### config.mk
export PLATFORM = sky130hd
export DESIGN_NAME = sync_fifo
export DESIGN_NICKNAME = d
export VERILOG_FILES = /design/src/hdl/afu_batch_pkg.sv /design/src/hdl/sync_fifo.sv
export SDC_FILE = /design/constraint.sdc
export NUM_CORES = 1
export LEC_CHECK = 0
export BUFFER_PORTS_ARGS = -buffer_cell sky130_fd_sc_hd__buf_4
export CORE_UTILIZATION = 55
export DETAILED_ROUTE_END_ITERATION = 8
export PLACE_DENSITY_LB_ADDON = 0.08
export RECOVER_POWER = 25
export SETUP_SLACK_MARGIN = 0.15
export SLEW_MARGIN = 20
export SYNTH_ARGS = -nofsm -noshare
export SYNTH_HDL_FRONTEND = slang
export SYNTH_SLANG_ARGS = --single-unit
### constraint.sdc
create_clock -name CLK_400M -period 6.4 [get_ports CLK_400M]
set_input_delay 0.64 -clock CLK_400M [delete_from_list [all_inputs] [get_ports CLK_400M]]
set_output_delay 0.64 -clock CLK_400M [all_outputs]
set_load 0.01 [all_outputs]
### src/hdl/afu_batch_pkg.sv
/* Batch and kernel sizes */
package afu_batch_pkg;

	localparam int max_reads = 256;
	localparam int lines_per_read = 4;
	localparam int buf_lines = max_reads * lines_per_read;
	localparam int buf_addr_w = $clog2(buf_lines);

	// One bit wider than the read count, so 256 fits
	typedef logic [8:0] batch_size_t;
	// Lines in a full batch
	typedef logic [10:0] line_count_t;

	localparam int fifo_depth = 16;
	localparam int fifo_addr_w = $clog2(fifo_depth);

	// Kernel words
	typedef logic [31:0] kernel_pos_t;
	// k in the upper half, l in the lower half
	typedef logic [63:0] lookup_req_t;
	// Second line in the upper half
	typedef logic [1023:0] lookup_rsp_t;

endpackage

### src/hdl/sync_fifo.sv
/* Single-clock FIFO */
`timescale 1ns/10ps

module sync_fifo #(
	parameter int width = 64
) (
	input  logic             CLK_400M,
	input  logic             reset_n,
	input  logic             clear,
	input  logic             push,
	input  logic [width-1:0] wdata,
	output logic             full,
	input  logic             pop,
	output logic [width-1:0] rdata,
	output logic             rvalid,
	output logic             empty
);
	logic [width-1:0] mem [afu_batch_pkg::fifo_depth];
	logic [afu_batch_pkg::fifo_addr_w-1:0] wr_ptr;
	logic [afu_batch_pkg::fifo_addr_w-1:0] rd_ptr;
	logic [afu_batch_pkg::fifo_addr_w:0] count;
	logic do_push;
	logic do_pop;

	assign do_push = push & ~full;
	assign do_pop = pop & ~empty;
	// Power-of-two depth, top count bit set only when full
	assign full = count[afu_batch_pkg::fifo_addr_w];
	assign empty = (count == '0);

	always_ff @(posedge CLK_400M) begin
		if (!reset_n || clear) begin
			wr_ptr <= '0;
			rd_ptr <= '0;
			count <= '0;
			rvalid <= 1'b0;
		end else begin
			rvalid <= do_pop;
			if (do_push)
				wr_ptr <= wr_ptr + 1'b1;
			if (do_pop)
				rd_ptr <= rd_ptr + 1'b1;
			if (do_push && !do_pop)
				count <= count + 1'b1;
			else if (do_pop && !do_push)
				count <= count - 1'b1;
		end
	end

	// Storage and registered read port
	always_ff @(posedge CLK_400M) begin
		if (do_push)
			mem[wr_ptr] <= wdata;
		if (do_pop)
			rdata <= mem[rd_ptr];
	end

endmodule

==> flow_summary.json, run 1 <==
{
  "outcome": "complete, but fails checks",
  "failed_checks": "design-rule violations",
  "dieArea_sq_um": 75600,
  "first_iter_violations": 1615,
  "cts_tree": "built",
  "remaining_drc_errors": 8,
  "synth_cells": 1736,
  "rsz0062_at_grt": "false",
  "cp.required_ns": 6.66,
  "hpwl_um": 42800,
  "final_cell_count_no_fill": 2976,
  "start_util_pct": 55.9,
  "cts_resized": 0,
  "grt_pass1_vias": 19411,
  "critPathMaxStageDelay_ns": 0.77,
  "synth_edf_count": 1088,
  "setup_violations": 0,
  "path_clk_slew_ns": 0.06,
  "dp_cells": 2774,
  "root_buffer": "clkbuf_16",
  "drt_first_pass_iters": 7,
  "clockBufferDepth": 3,
  "cpMaxStageDelayCell": "nor2_4",
  "crit_type": "flip-flop to flip-flop",
  "coreArea_sq_um": 73300,
  "clock_skew_ns": 0.0284,
  "place_ws_ns": 2.65,
  "clk_latency_ns": 0.65,
  "synth_seq_cells": 1102,
  "placementRows": 99,
  "clock.fmax_mhz": 302,
  "antenna_left": 0,
  "wl_per_cell_um": 28.4,
  "yosysUniqueCellTypes": 33,
  "clock-sinks": 1102,
  "leakage_nw": 14.4,
  "worstMarginPinSlew_ns": 1.15,
  "syn-num-nets": 1816,
  "cp_max_fo": 43,
  "relSlewSlack_pct": 23.2,
  "worst_ir_drop_vdd_v": 0.000241,
  "io_buffers": 135,
  "cap_violations": 0,
  "cts_hold_buf": 0,
  "seq_area_frac_synth_pct": 80.4,
  "synth_flop_cell": "edfxtp_1",
  "worstHoldPathCells": 1,
  "rr_endpoint": "mem[6][19]$_DFFE_PP_",
  "viasPerCell": 6.18,
  "areaGrowthSynthToFinish_pct": 13.7,
  "setup_ws_ns": 3.09,
  "tns_ns": 0,
  "powerDensity_nw_per_um2": 338,
  "wl_um": 84500,
  "arrival_ns": 3.57,
  "hold_path.class": "primary input to flip-flop",
  "start_kind": "flip-flop",
  "synth_top_cell_by_area": "edfxtp_1",
  "r2r-start": "count[4]$_SDFFE_PP0P_",
  "htree_levels": 3,
  "antenna_found_initial": 5,
  "finalCriticalPeriod_ns": 3.31,
  "grt_pass1_wl_um": 126000,
  "r2r_cells": 4,
  "synth_top_area_share_pct": 79.8,
  "reg2reg_slack_ns": 3.09,
  "grt_overflow": 0,
  "synth_area_sq_um": 41000,
  "crit_chain": "nor2b_1 -> nand2_1 -> nor2_4 -> buf_4",
  "min_to": "mem[8][20]$_DFFE_PP_",
  "grt_use_total_pct": 23.1,
  "hold_viol": 0,
  "vias": 18406,
  "final_nets": 2006,
  "post_cts_buffers": 0,
  "synthTopCellsByArea": "edfxtp_1, mux4_2, a22oi_1",
  "drive_above_1_share_pct": 27.1,
  "end_kind": "flip-flop",
  "grt_max_degree": 108,
  "cts_buffers": 108,
  "async_reset_ff_share_pct": 0,
  "die_h_um": 275,
  "gp_congestion": 0.722,
  "drv_slew": 0,
  "final.period_utilization_pct": 51.7,
  "min_from": "wdata[20]",
  "ios": 136,
  "die-width_um": 275,
  "yosys_warnings": 0,
  "syn_avg_cell_area_sq_um": 23.6
}
## worst max-delay path by stage
stage                                from                    end  slack, ns  cells after the start
floorplan                            push    mem[3][0]$_DFFE_PP_       0.28                      4
global placement                     push  mem[14][12]$_DFFE_PP_       2.60                      5
detailed placement                   push   mem[6][13]$_DFFE_PP_       2.65                      5
CTS                 count[4]$_SDFFE_PP0P_   mem[6][10]$_DFFE_PP_       3.01                      4
global route        count[4]$_SDFFE_PP0P_   mem[6][19]$_DFFE_PP_       2.91                      4
finish              count[4]$_SDFFE_PP0P_   mem[6][19]$_DFFE_PP_       3.09                      4
## cell type report
| type | instances | area [sq um] |
|---|---|---|
| Fill cell | 5018 | 26800 |
| Clock inverter | 63 | 578 |
| Antenna cell | 2 | 5.00 |
| Inverter | 6 | 23.8 |
| Timing Repair Buffer | 170 | 1240 |
| Tap cell | 959 | 1200 |
| Multi-Input combinational cell | 538 | 7670 |
| Clock buffer | 136 | 2880 |
| Sequential cell | 1102 | 33000 |
## state kept, by name, indices dropped and copies added, names as in the netlist
signal,count
count,5
rdata,64
mem,1024
rvalid,1
rd_ptr,4
wr_ptr,4
## worst max-delay path, delay by kind of cell (launching register included)
kind,cells,cell delay [ns]
and+or+nand+nor,3,1.77
buffers and inverters,1,0.77
DFF,1,0.37
## power breakdown
group	switching (W)	internal, W	total [W]
logic	0.000699	0.000572	0.00127
clock network	0.00258	0.00362	0.00619
registers	0.0000897	0.00820	0.00829
total	0.00337	0.0124	0.0158
## cell families after synthesis
logic type,Yosys count,share of synthesized area (%)
compound gates,140,2.53
xor+xnor,8,0.171
fa+ha+maj,11,0.354
buf+inv,96,1.17
flops,1102,80.4
mux,257,14.1
simple gates,122,1.24
## cells in the final DEF (no fill, tap or decap), drive strengths merged, types with 2 or more instances in the layout
| cell type | netlist | final |
|---|---|---|
| clkinvlp | 0 | 4 |
| nor2 | 30 | 30 |
| nand3 | 3 | 3 |
| a22oi | 128 | 128 |
| nor3 | 4 | 4 |
| a21oi | 5 | 5 |
| nor2b | 4 | 4 |
| clkinv | 0 | 47 |
| diode | 0 | 2 |
| bufinv | 0 | 11 |
| o211ai | 2 | 2 |
| clkbuf | 37 | 186 |
| o21ai | 2 | 2 |
| or4 | 2 | 2 |
| nand2 | 72 | 72 |
| edfxtp | 1088 | 1088 |
| xnor2 | 2 | 2 |
| inv | 6 | 7 |
| buf | 53 | 120 |
| ha | 10 | 10 |
| nand2b | 3 | 3 |
| mux4 | 256 | 256 |
| dfxtp | 14 | 14 |
| o31ai | 2 | 2 |
| xor2 | 6 | 6 |
## cells in the mapped netlist (all sizes together), types with 2 or more instances
cell type  count
a21oi          5
a22oi        128
buf           53
clkbuf        37
dfxtp         14
edfxtp      1088
ha            10
inv            6
mux4         256
nand2         72
nand2b         3
nand3          3
nor2          30
nor2b          4
nor3           4
o211ai         2
o21ai          2
o31ai          2
or4            2
xnor2          2
xor2           6
## layer usage
| layer | global-route usage, % | routed length (um) |
|---|---|---|
| met5 | 0 | 42 |
| met4 | 6.59 | 1590 |
| met3 | 3.34 | 4500 |
| met2 | 38.0 | 42900 |
| met1 | 32.9 | 35400 |
## per-stage QoR
stage | power (W) | util (%) | instance area, sq um | hold WS (ns)
after floorplan | 0.00923 | - | 41000 | 0.478
after global placement | 0.00973 | 58.9 | 43200 | 0.489
after detailed placement | 0.00975 | 59.0 | 43300 | 0.515
after CTS | 0.0159 | 63.7 | 46700 | 0.249
after global routing | 0.0163 | 63.5 | 46600 | 0.317
final | 0.0158 | 63.5 | 46600 | 0.322
Note: power is estimated with default switching activity, not from simulation.
==> run 2: changes to the inputs <==
- CORE_UTILIZATION: 55 -> 60
- clock period: 6.4 -> 3.15 ns (I/O delays scaled with it)
==> flow_summary.json, run 2 (synthesized netlist as in run 1, its figures left out) <==
{
  "ios": 136,
  "drv_slew": 0,
  "grt_pass1_wl_um": 129000,
  "antenna_found_initial": 2,
  "remaining_drc_errors": 0,
  "path_clk_slew_ns": 0.06,
  "grt_use_total_pct": 25.7,
  "relSlewSlack_pct": 36.3,
  "start_kind": "flip-flop",
  "clock.fmax_mhz": 388,
  "arrival_ns": 3.15,
  "htree_levels": 3,
  "top_register": "mem",
  "setup_violations": 0,
  "clkPwrFrac_pct": 38.1,
  "final_cell_count_no_fill": 2981,
  "die-width_um": 263,
  "wl_um": 85900,
  "dp_cells": 2722,
  "cp_max_fo": 7,
  "crit_type": "flip-flop to flip-flop",
  "leakage_nw": 14.9,
  "seqPwrFrac_pct": 53.1,
  "io_buffers": 135,
  "internal-power_w": 0.0248,
  "switching_share_pct": 21.6,
  "vias": 19117,
  "cts_tree": "built",
  "wl_per_cell_um": 28.8,
  "grt_pass1_vias": 20338,
  "gp_congestion": 0.745,
  "largest_register_ffs": 1024,
  "viasPerCell": 6.41,
  "rsz0062_at_grt": "false",
  "cap_violations": 0,
  "cp.required_ns": 3.72,
  "drive_above_1_share_pct": 27.8,
  "hold_viol": 0,
  "clock_skew_ns": 0.0164,
  "finalCriticalPeriod_ns": 2.58,
  "powerDensity_nw_per_um2": 668,
  "worst_ir_drop_vdd_v": 0.000475,
  "dieArea_sq_um": 69300,
  "clockBufferDepth": 3,
  "outcome": "complete, no violations",
  "end_kind": "flip-flop",
  "fill_cells": 4084,
  "root_buffer": "clkbuf_16",
  "final.period_utilization_pct": 81.9,
  "diodes": 0,
  "hold_path.class": "primary input to flip-flop",
  "coreArea_sq_um": 67400,
  "top_regs": "mem x1024, rdata x64, count x5",
  "placementRows": 95,
  "drt_first_pass_iters": 7,
  "areaGrowthSynthToFinish_pct": 15.9,
  "p_sw_w": 0.00685,
  "start_util_pct": 60.8,
  "hpwl_um": 42700,
  "holdWs_ns": 0.0548,
  "cts_resized": 0,
  "antenna_left": 0,
  "grt_overflow": 0,
  "cts_buffers": 107,
  "clock-sinks": 1102,
  "reg2reg_slack_ns": 0.57,
  "clk_latency_ns": 0.67,
  "post_cts_buffers": 0,
  "combPwrFrac_pct": 8.8,
  "final_common_cell": "edfxtp_1",
  "worstMarginPinSlew_ns": 0.956,
  "die_h_um": 263,
  "grt_max_degree": 65,
  "final_nets": 2103,
  "first_iter_violations": 1850,
  "layout_common_cells": "edfxtp_1, mux4_2, a22oi_1"
}
[run 2: routing by layer]
layer,vias up,part of all wire [%],global-route usage [%]
met5,-,0.031,0
met4,4,2.2,7.14
met2,687,49,41.0
li1,7983,-,-
met1,10302,42,37.5
met3,141,6.5,4.21
[run 2: worst paths after layout]
check / startpoint / to / cells after the start
min: pop / rd_ptr[2]$_SDFFE_PP0P_ / 4
max reg2reg: count[0]$_SDFFE_PP0P_ / count[3]$_SDFFE_PP0P_ / 10
min reg2reg: count[3]$_SDFFE_PP0P_ / count[3]$_SDFFE_PP0P_ / 2
max: count[0]$_SDFFE_PP0P_ / count[3]$_SDFFE_PP0P_ / 10
[run 2: through the flow]
step / setup slack [ns] / area [sq um] / TNS [ns] / util, % / power [W]
2_1_floorplan: -0.0196 / 41000 / -5.41 / - / 0.0187
5_1_grt: 0.439 / 47500 / 0 / 70.4 / 0.0327
6_report: 0.570 / 47500 / 0 / 70.4 / 0.0317
3_5_place_dp: 0.608 / 43700 / 0 / 64.8 / 0.0199
3_3_place_gp: 0.651 / 43700 / 0 / 64.8 / 0.0199
4_1_cts: 0.582 / 47600 / 0 / 70.7 / 0.0320
[run 2: area by class of cell]
type,count,area [sq um],share of cell area [%]
sequential,1102,33000,69.4
multi-input combinational,538,7690,16.2
clock buffer,127,2800,5.89
timing repair buffer,268,2410,5.07
tap,873,1090,2.30
clock inverter,67,507,1.07
inverter,6,23.8,0.0501
[run 2: power by group through the flow]
| stage | clock [W] | combinational [W] | sequential [W] |
|---|---|---|---|
| 6_report | 0.0121 | 0.00278 | 0.0168 |
| 5_1_grt | 0.0128 | 0.00300 | 0.0169 |
| 4_1_cts | 0.0123 | 0.00286 | 0.0168 |
| 3_5_place_dp | 0 | 0.00278 | 0.0171 |
| 3_3_place_gp | 0 | 0.00271 | 0.0171 |
| 2_1_floorplan | 0 | 0.00156 | 0.0172 |
[run 2: repair_timing]
item	4_1_cts	5_1_grt
hold endpoints to repair	1027	0
hold buffers	65	0
setup endpoints to repair	0	0
[run 2: worst max-delay path, cell delays in order (launching register included)]
cell and delay, ns:
dfxtp_1 0.35, or4_4 0.57, o21ai_2 0.12, buf_4 0.17, ha_1 0.22, inv_1 0.13
ha_1 0.35, a21oi_1 0.17, nand2_1 0.10, xnor2_1 0.13, o31ai_1 0.18
