<file path="src/hdl/afu_mem_pkg.sv">
/* Host memory formats */
package afu_mem_pkg;

	// ==============================
	// Line and address widths
	// ==============================
	localparam int line_w = 512;
	localparam int addr_w = 58;

	typedef logic [line_w-1:0] line_t;
	typedef logic [addr_w-1:0] mem_addr_t;

	// Source pointer to first batch line, hand line is the one below
	localparam mem_addr_t input_offset = 58'd50331648 + 58'd16384;

	// Status word of the done write, top 32 bits of the hand line
	localparam logic [31:0] done_code = 32'd16;

	// ==============================
	// Polled line views
	// ==============================
	typedef union packed {
		line_t raw;
		struct packed {
			// Status word, bits 511-480
			logic [28:0]  status_hi;
			logic         tag_1;
			logic         status_mid;
			logic         tag_0;
			logic [22:0]  spare;
			// Reads in this batch, bits 456-448
			logic [8:0]   batch_size;
			logic [447:0] payload;
		} hand;
	} cache_line_u;

endpackage

</file>
<file path="src/hdl/afu_batch_pkg.sv">
/* Batch and kernel sizes */
package afu_batch_pkg;

	localparam int max_reads = 256;
	localparam int lines_per_read = 4;
	localparam int buf_lines = max_reads * lines_per_read;
	localparam int buf_addr_w = $clog2(buf_lines);

	// One bit wider than the read count, so 256 fits
	typedef logic [8:0] batch_size_t;
	// Lines in a full batch
	typedef logic [10:0] line_count_t;

	localparam int fifo_depth = 16;
	localparam int fifo_addr_w = $clog2(fifo_depth);

	// Kernel words
	typedef logic [31:0] kernel_pos_t;
	// k in the upper half, l in the lower half
	typedef logic [63:0] lookup_req_t;
	// Second line in the upper half
	typedef logic [1023:0] lookup_rsp_t;

endpackage

</file>
<file path="src/hdl/response_pairer.sv">
/* Lookup response pairing */
`timescale 1ns/10ps

module response_pairer (
	input  logic                       CLK_400M,
	input  logic                       reset_n,
	input  logic                       active,
	input  logic                       rx_valid,
	input  afu_mem_pkg::line_t         rx_data,
	output logic                       pair_valid,
	output afu_batch_pkg::lookup_rsp_t pair_data
);
	// High while the k line is held and the l line is awaited
	logic have_first;
	afu_mem_pkg::line_t first_line;

	always_ff @(posedge CLK_400M) begin
		if (!reset_n) begin
			have_first <= 1'b0;
			pair_valid <= 1'b0;
		end else begin
			pair_valid <= 1'b0;
			if (!active) begin
				have_first <= 1'b0;
			end else if (rx_valid) begin
				// Second line closes the pair
				pair_valid <= have_first;
				have_first <= ~have_first;
			end
		end
	end

	always_ff @(posedge CLK_400M) begin
		if (rx_valid && !have_first)
			first_line <= rx_data;
		if (rx_valid && have_first)
			pair_data <= {rx_data, first_line};
	end

endmodule

</file>
<file path="config.mk">
export PLATFORM = sky130hd
export DESIGN_NAME = response_pairer
export DESIGN_NICKNAME = d
export VERILOG_FILES = /design/src/hdl/afu_mem_pkg.sv /design/src/hdl/afu_batch_pkg.sv /design/src/hdl/response_pairer.sv
export SDC_FILE = /design/constraint.sdc
export NUM_CORES = 1
export LEC_CHECK = 0
export ABC_AREA = 1
export BUFFER_PORTS_ARGS = -buffer_cell sky130_fd_sc_hd__buf_2
export CAP_MARGIN = 25
export CELL_PAD_IN_SITES_DETAIL_PLACEMENT = 1
export CELL_PAD_IN_SITES_GLOBAL_PLACEMENT = 1
export CORE_AREA = 2 2 593 595
export CTS_CLUSTER_SIZE = 10
export DETAILED_ROUTE_END_ITERATION = 10
export DIE_AREA = 0 0 595 597
export GPL_ROUTABILITY_DRIVEN = 0
export GPL_TIMING_DRIVEN = 1
export PLACE_DENSITY_LB_ADDON = 0.3
export SYNTH_ARGS = -nofsm -noshare
export SYNTH_HDL_FRONTEND = slang
export SYNTH_SLANG_ARGS = --single-unit
</file>
<file path="constraint.sdc">
create_clock -name CLK_400M -period 40.5 [get_ports CLK_400M]
set_input_delay 4.05 -clock CLK_400M [delete_from_list [all_inputs] [get_ports CLK_400M]]
set_output_delay 4.05 -clock CLK_400M [all_outputs]
set_load 0.05 [all_outputs]
</file>
==> results_dict.tcl, run 1 <==
set metrics [dict create \
    yosys_cell_types 7 \
    synth.cell_area_um2 46210 \
    synth_common_cells "edfxtp_1 (1,536), inv_1 (3)" \
    cp_max_fo 107 \
    die_width_um 595 \
    share_of_post_route_cells_with_drive_strength_above_1 0.5286 \
    max-slew-margin-rel 0.3497 \
    ioPinCount 1541 \
    clk-insertion-delay-late_ns 0.85 \
    setup.worst_path.start_class "input pin" \
    place_worst_setup_slack_ns 31.04 \
    synth_area_leader_cell "edfxtp_1" \
    worstPathArrival_ns 8.73 \
    clk_pin_slew_ns 0.05 \
    drt.antenna.violating_nets 0 \
    synth_top_flop_cell "edfxtp_1" \
    postSynthNetCount 2064 \
    timing.setup.tns_ns 0 \
    status "finished clean" \
    largest_delay_share_family_worst_path "buffers and inverters" \
    netlist.area_leader.share 0.9982 \
    synthCells 1548 \
    track_usage 0.1187 \
    hold_viol_final 0 \
    fin_crit_share 0.2051 \
    met2WireLength_mm 102.9 \
    starting_density_of_the_core 0.1325 \
    fmaxAchievable_mhz 120.4 \
    powerDensity_nw_per_um2 53.80 \
    critPathSlowestCell "buf_4" \
    wirelength_met1_mm 78.04 \
    num_vias 24510 \
    utilization 0.1873 \
    totalWireLength_mm 219.7 \
    yosys.cell_count.top_type "edfxtp_1" \
    cts_buffer_depth 4 \
    setup_viol 0 \
    detail_route.wl_per_cell_um 27.33 \
    yosysWarningCount 0 \
    vdd.ir_drop.worst_mv 0.03280 \
    fp-row-count 217 \
    detailedPlacementHpwl_mm 181.7 \
    holdBufCountCts 0 \
    synthToLayoutAreaGrowth_pct 41.29 \
    setup.worst_path.end_class "register" \
    grt_first_pass_wirelength_mm 273.7 \
    post-cts-setup-buffer-count 0 \
    dr_wl_met3_mm 31.73 \
    die_area_um2 355200 \
    synth_seq_area_share 0.9990 \
    drc 0 \
    rsz_0062_raised_after_global_routing "false" \
    grt_pass1_vias 24760 \
    grt_start_max_net_pins 108 \
    port_buffers 1540 \
    timing.final.ws_setup_ns 32.19 \
    worstHoldPathType "register to register" \
    crit_top_cell "buf_4" \
    antenna_violations_before_repair 249 \
    maxSlewViolCount 0 \
    placement.cell_area_um2 59890 \
    cts_inserted_buffers 187 \
    cellLeakagePower_nw 23.09 \
    drt_iter0_drc 1927 \
    drv.max_cap_violation_count 0 \
    fin_crit_ns 8.308 \
    tritoncts_num_sinks 1538 \
    synthArstFlopShare 0 \
    criticalPathCategory "input pin to register" \
    cells_taking_the_most_area_after_synthesis "edfxtp_1 (100%), dfxtp_1 (0.087%), nor2_2 (0.027%), inv_1 (0.024%), nand2_1 (0.016%)" \
    timing.critical_path.required_ns 40.92 \
    fin_nets 3821 \
    timing.critical_path.buf_inv 7 \
    fin_skew_ns 0.06527 \
    fp.coreArea_um2 348600 \
    via_per_inst 3.050 \
    hold_ws_ns 0.3924 \
    critical_path.max_stage_delay_ns 0.82 \
    postSynthRegisterBits 1538 \
    worst-slew-pin-transition_ns 0.9755 \
    synth_edf_count 1536 \
    crit_path_cell_trace "buf_2, nand2_2, inv_8, buf_4, buf_4, buf_4, buf_4, buf_4" \
    cts_tree "built" \
    top_layer_used "met5" \
    root_buffer "clkbuf_16" \
    final_area_um2 65290 \
    dieHeight_um 597 \
    drtPass1Iterations 7 \
    ctsResizeCount 0 \
    cts_max_level 4 \
    syn-mean-instance-area_um2 29.85 \
    grt_overflow 0 \
]
[flip-flops by register name, indices dropped and copies added, names as in the netlist]
signal	cells
first_line	512
have_first	1
pair_valid	1
pair_data	1024
[worst paths after layout]
path / start / end / slack [ns] / depth (start not counted)
max: rx_valid / pair_data[816] / 32.19 / 8
min: first_line[191] / pair_data[191] / 0.39 / 0
max reg2reg: have_first / pair_data[816] / 35.07 / 7
min reg2reg: first_line[191] / pair_data[191] / 0.39 / 0
[stage by stage]
stage | power [mW] | cells
2_1_floorplan | 2.001 | 1548
3_3_place_gp | 2.045 | 7714
3_5_place_dp | 2.048 | 7714
4_1_cts | 3.577 | 7984
5_1_grt | 3.637 | 7995
6_report | 3.513 | 8038
[where the power goes]
part           internal (mW)  switching [mW]
sequential              1.82          0.0163
clock                  0.864           0.637
combinational         0.0325           0.143
total                   2.72           0.797
[per-layer routing]
metal  global-route usage  up-vias
li1                     -     9930
met5                    0        -
met1               0.1288    12210
met4              0.02888       88
met2               0.1966     1716
met3              0.07044      566
[layout make-up]
type / count / area [um2]
Fill cell: 38360 / 283300
Tap cell: 4599 / 5754
Clock buffer: 237 / 4918
Inverter: 3 / 18.77
Multi-Input combinational cell: 7 / 41.29
Sequential cell: 1538 / 46160
Timing Repair Buffer: 1568 / 7938
Antenna cell: 53 / 132.6
Clock inverter: 33 / 324.1
[worst register-to-register path: stages (launching register included)]
cell	delay, ns
dfxtp_1	0.43
nand2_2	0.16
inv_8	0.55
buf_4	0.84
buf_4	0.70
buf_4	0.62
buf_4	0.81
buf_4	0.84
[cells by family (layout without fill, tap and decap cells)]
logic type | after synthesis | after routing | share of synthesized area
DFF | 1538 | 1538 | 0.9990
and+or+nand+nor | 7 | 7 | 0.0007312
buffers and inverters | 3 | 1841 | 0.0002437
other | 0 | 53 | 0
[cells in the final DEF, fill, tap and decap left out, drive strengths merged]
cell type,netlist,routed
buf,0,1568
bufinv,0,3
clkbuf,0,237
clkinv,0,21
clkinvlp,0,1
dfxtp,2,2
diode,0,53
edfxtp,1536,1536
inv,3,11
nand2,3,3
nor2,4,4
(Power assumes the default switching activity.)
==> run 2, diff against run 1 <==
--- a/config.mk
+++ b/config.mk
@@ -10,10 +10,10 @@
 export CAP_MARGIN = 25
 export CELL_PAD_IN_SITES_DETAIL_PLACEMENT = 1
 export CELL_PAD_IN_SITES_GLOBAL_PLACEMENT = 1
-export CORE_AREA = 2 2 593 595
+export CORE_AREA = 2 2 597 599
 export CTS_CLUSTER_SIZE = 10
 export DETAILED_ROUTE_END_ITERATION = 10
-export DIE_AREA = 0 0 595 597
+export DIE_AREA = 0 0 599 601
 export GPL_ROUTABILITY_DRIVEN = 0
 export GPL_TIMING_DRIVEN = 1
 export PLACE_DENSITY_LB_ADDON = 0.3
==> constraint.sdc (replaced) <==
create_clock -name CLK_400M -period 6.74 [get_ports CLK_400M]
set_input_delay 0.674 -clock CLK_400M [delete_from_list [all_inputs] [get_ports CLK_400M]]
set_output_delay 0.674 -clock CLK_400M [all_outputs]
set_load 0.05 [all_outputs]
==> run 2 against run 1 <==
Sequential power rose to 6.0 times the previous value. Via count rose by 9.2%. Non-clock buffer count rose by 435. Final area rose by 7.7%. Die area rose by 1.3%. Register-to-register slack got worse by 31 ns. Total power rose to 6.2 times the previous value. Critical path depth fell by 4. Cell count rose by 7.6%. Sequential cell count did not move. Clock-buffer cell count fell by 7. Critical endpoint is now pair_data[481].
==> results_dict.tcl, run 2 (same netlist as run 1, synthesis figures left out) <==
set metrics [dict create \
    status "finished clean" \
    hold_ws_ns 0.09685 \
    seq_area_um2 46160 \
    clk-insertion-delay-late_ns 0.89 \
    worstPathArrival_ns 3.07 \
    totalWireLength_mm 234.9 \
    timing.critical_path.required_ns 7.22 \
    max-slew-margin-rel 0.2058 \
    antenna_violations_before_repair 265 \
    maxSlewViolCount 0 \
    timing.setup.tns_ns 0 \
    drt.antenna.violating_nets 0 \
    reg.largest.list "pair_data: 1024 flops, first_line: 512 flops" \
    power.sequential.fraction 0.503 \
    fp-row-count 219 \
    fin_skew_ns 0.06584 \
    cp_max_fo 114 \
    synthToLayoutAreaGrowth_pct 52.24 \
    largest_register_ff_count 1024 \
    fmaxAchievable_mhz 386.4 \
    grt_pass1_vias 26910 \
    hold_viol_final 0 \
    fin_crit_ns 2.588 \
    share_of_post_route_cells_with_drive_strength_above_1 0.4706 \
    holdBufCountCts 435 \
    switching_share 0.2358 \
    fin_crit_share 0.3840 \
    die_width_um 599 \
    cts_max_level 4 \
    detail_route.wl_per_cell_um 27.16 \
    power.internal_mw 16.75 \
    power.share.combinational 0.063 \
    post-cts-setup-buffer-count 0 \
    setup_viol 0 \
    max_flop_register "pair_data" \
    drt_iter0_drc 2293 \
    rsz_0062_raised_after_global_routing "false" \
    fin_nets 4259 \
    timing.final.ws_setup_ns 4.152 \
    cts_inserted_buffers 190 \
    place_worst_setup_slack_ns 3.681 \
    drc 0 \
    cts_tree "built" \
    multi_input_comb_area_um2 41.29 \
    grt_overflow 0 \
    layout.filler_cells 38860 \
    worstHoldPathType "input pin to register" \
    num_vias 26770 \
    cts_buffer_depth 4 \
    setup.worst_path.start_class "register" \
    grt_first_pass_wirelength_mm 293.7 \
    most_common_cell_after_layout_fill_and_taps_aside "buf_2" \
    drv.max_cap_violation_count 0 \
    ctsResizeCount 0 \
    tritoncts_num_sinks 1538 \
    grt_start_max_net_pins 139 \
    port_buffers 1540 \
    criticalPathCategory "register to register" \
    cellLeakagePower_nw 25.06 \
    vdd.ir_drop.worst_mv 0.1815 \
    ioPinCount 1541 \
    clock_power_share 0.434 \
    filler_free_cell_count_of_the_finished_design 8648 \
    place.detailed.instances 7867 \
    die_area_um2 360000 \
    via_per_inst 3.095 \
    starting_density_of_the_core 0.1305 \
    setup.worst_path.end_class "register" \
    fp.coreArea_um2 354000 \
    worst-slew-pin-transition_ns 1.191 \
    netSwitchingPower_mw 5.170 \
    track_usage 0.1254 \
    detailedPlacementHpwl_mm 192.9 \
    root_buffer "clkbuf_16" \
    layout.cells.most_common_list "buf_2 (1,540), edfxtp_1 (1,536), dlygate4sd3_1 (435)" \
    dieHeight_um 601 \
    clk_pin_slew_ns 0.06 \
    powerDensity_nw_per_um2 311.6 \
    drtPass1Iterations 5 \
]
## run 2: stage by stage
step | util | area (um2) | total power [mW]
3_5_place_dp | 0.1702 | 60240 | 12.33
5_1_grt | 0.1984 | 70220 | 22.70
4_1_cts | 0.1982 | 70170 | 22.35
2_1_floorplan | - | 46230 | 11.87
6_report | 0.1987 | 70350 | 21.92
3_3_place_gp | 0.1701 | 60210 | 12.31
## run 2: final timing paths
kind / startpoint / endpoint / slack (ns) / cells past startpoint
worst max-delay path: have_first / pair_data[481] / 4.15 / 4
worst min register to register: first_line[243] / pair_data[243] / 0.36 / 0
worst min-delay path: rx_data[320] / pair_data[832] / 0.1 / 1
worst max register to register: have_first / pair_data[481] / 4.15 / 4
## run 2: worst max-delay path, cell delays in order (launching register included)
cell	delay, ns
dfxtp_1	0.41
nand2_2	0.12
clkinvlp_4	0.30
buf_12	0.42
buf_12	0.46
## run 2: layout make-up
cell class                      count  share of cell area
Multi-Input combinational cell      7           0.0005869
Inverter                            3           0.0003913
Antenna cell                       72            0.002561
Clock inverter                     44            0.009373
Timing Repair Buffer             2003              0.1765
Sequential cell                  1538              0.6562
Clock buffer                      230             0.06986
Tap cell                         4751             0.08450
## run 2: layer usage
metal	wire [um]	share of wire	vias up	track usage
met4	6128	0.026	86	0.02821
met5	573	0.0024	-	0
li1	-	-	10840	-
met2	116000	0.49	1631	0.2180
met1	88060	0.37	13700	0.1451
met3	24120	0.10	519	0.04713
## run 2: power by group through the flow
stage          sequential, mW  combinational (mW)  clock (mW)
2_1_floorplan            11.8               0.107           0
3_3_place_gp             11.2                1.09           0
3_5_place_dp             11.2                1.11           0
4_1_cts                  11.0                1.43        9.89
5_1_grt                  11.0                1.46        10.2
6_report                 11.0                1.39        9.51
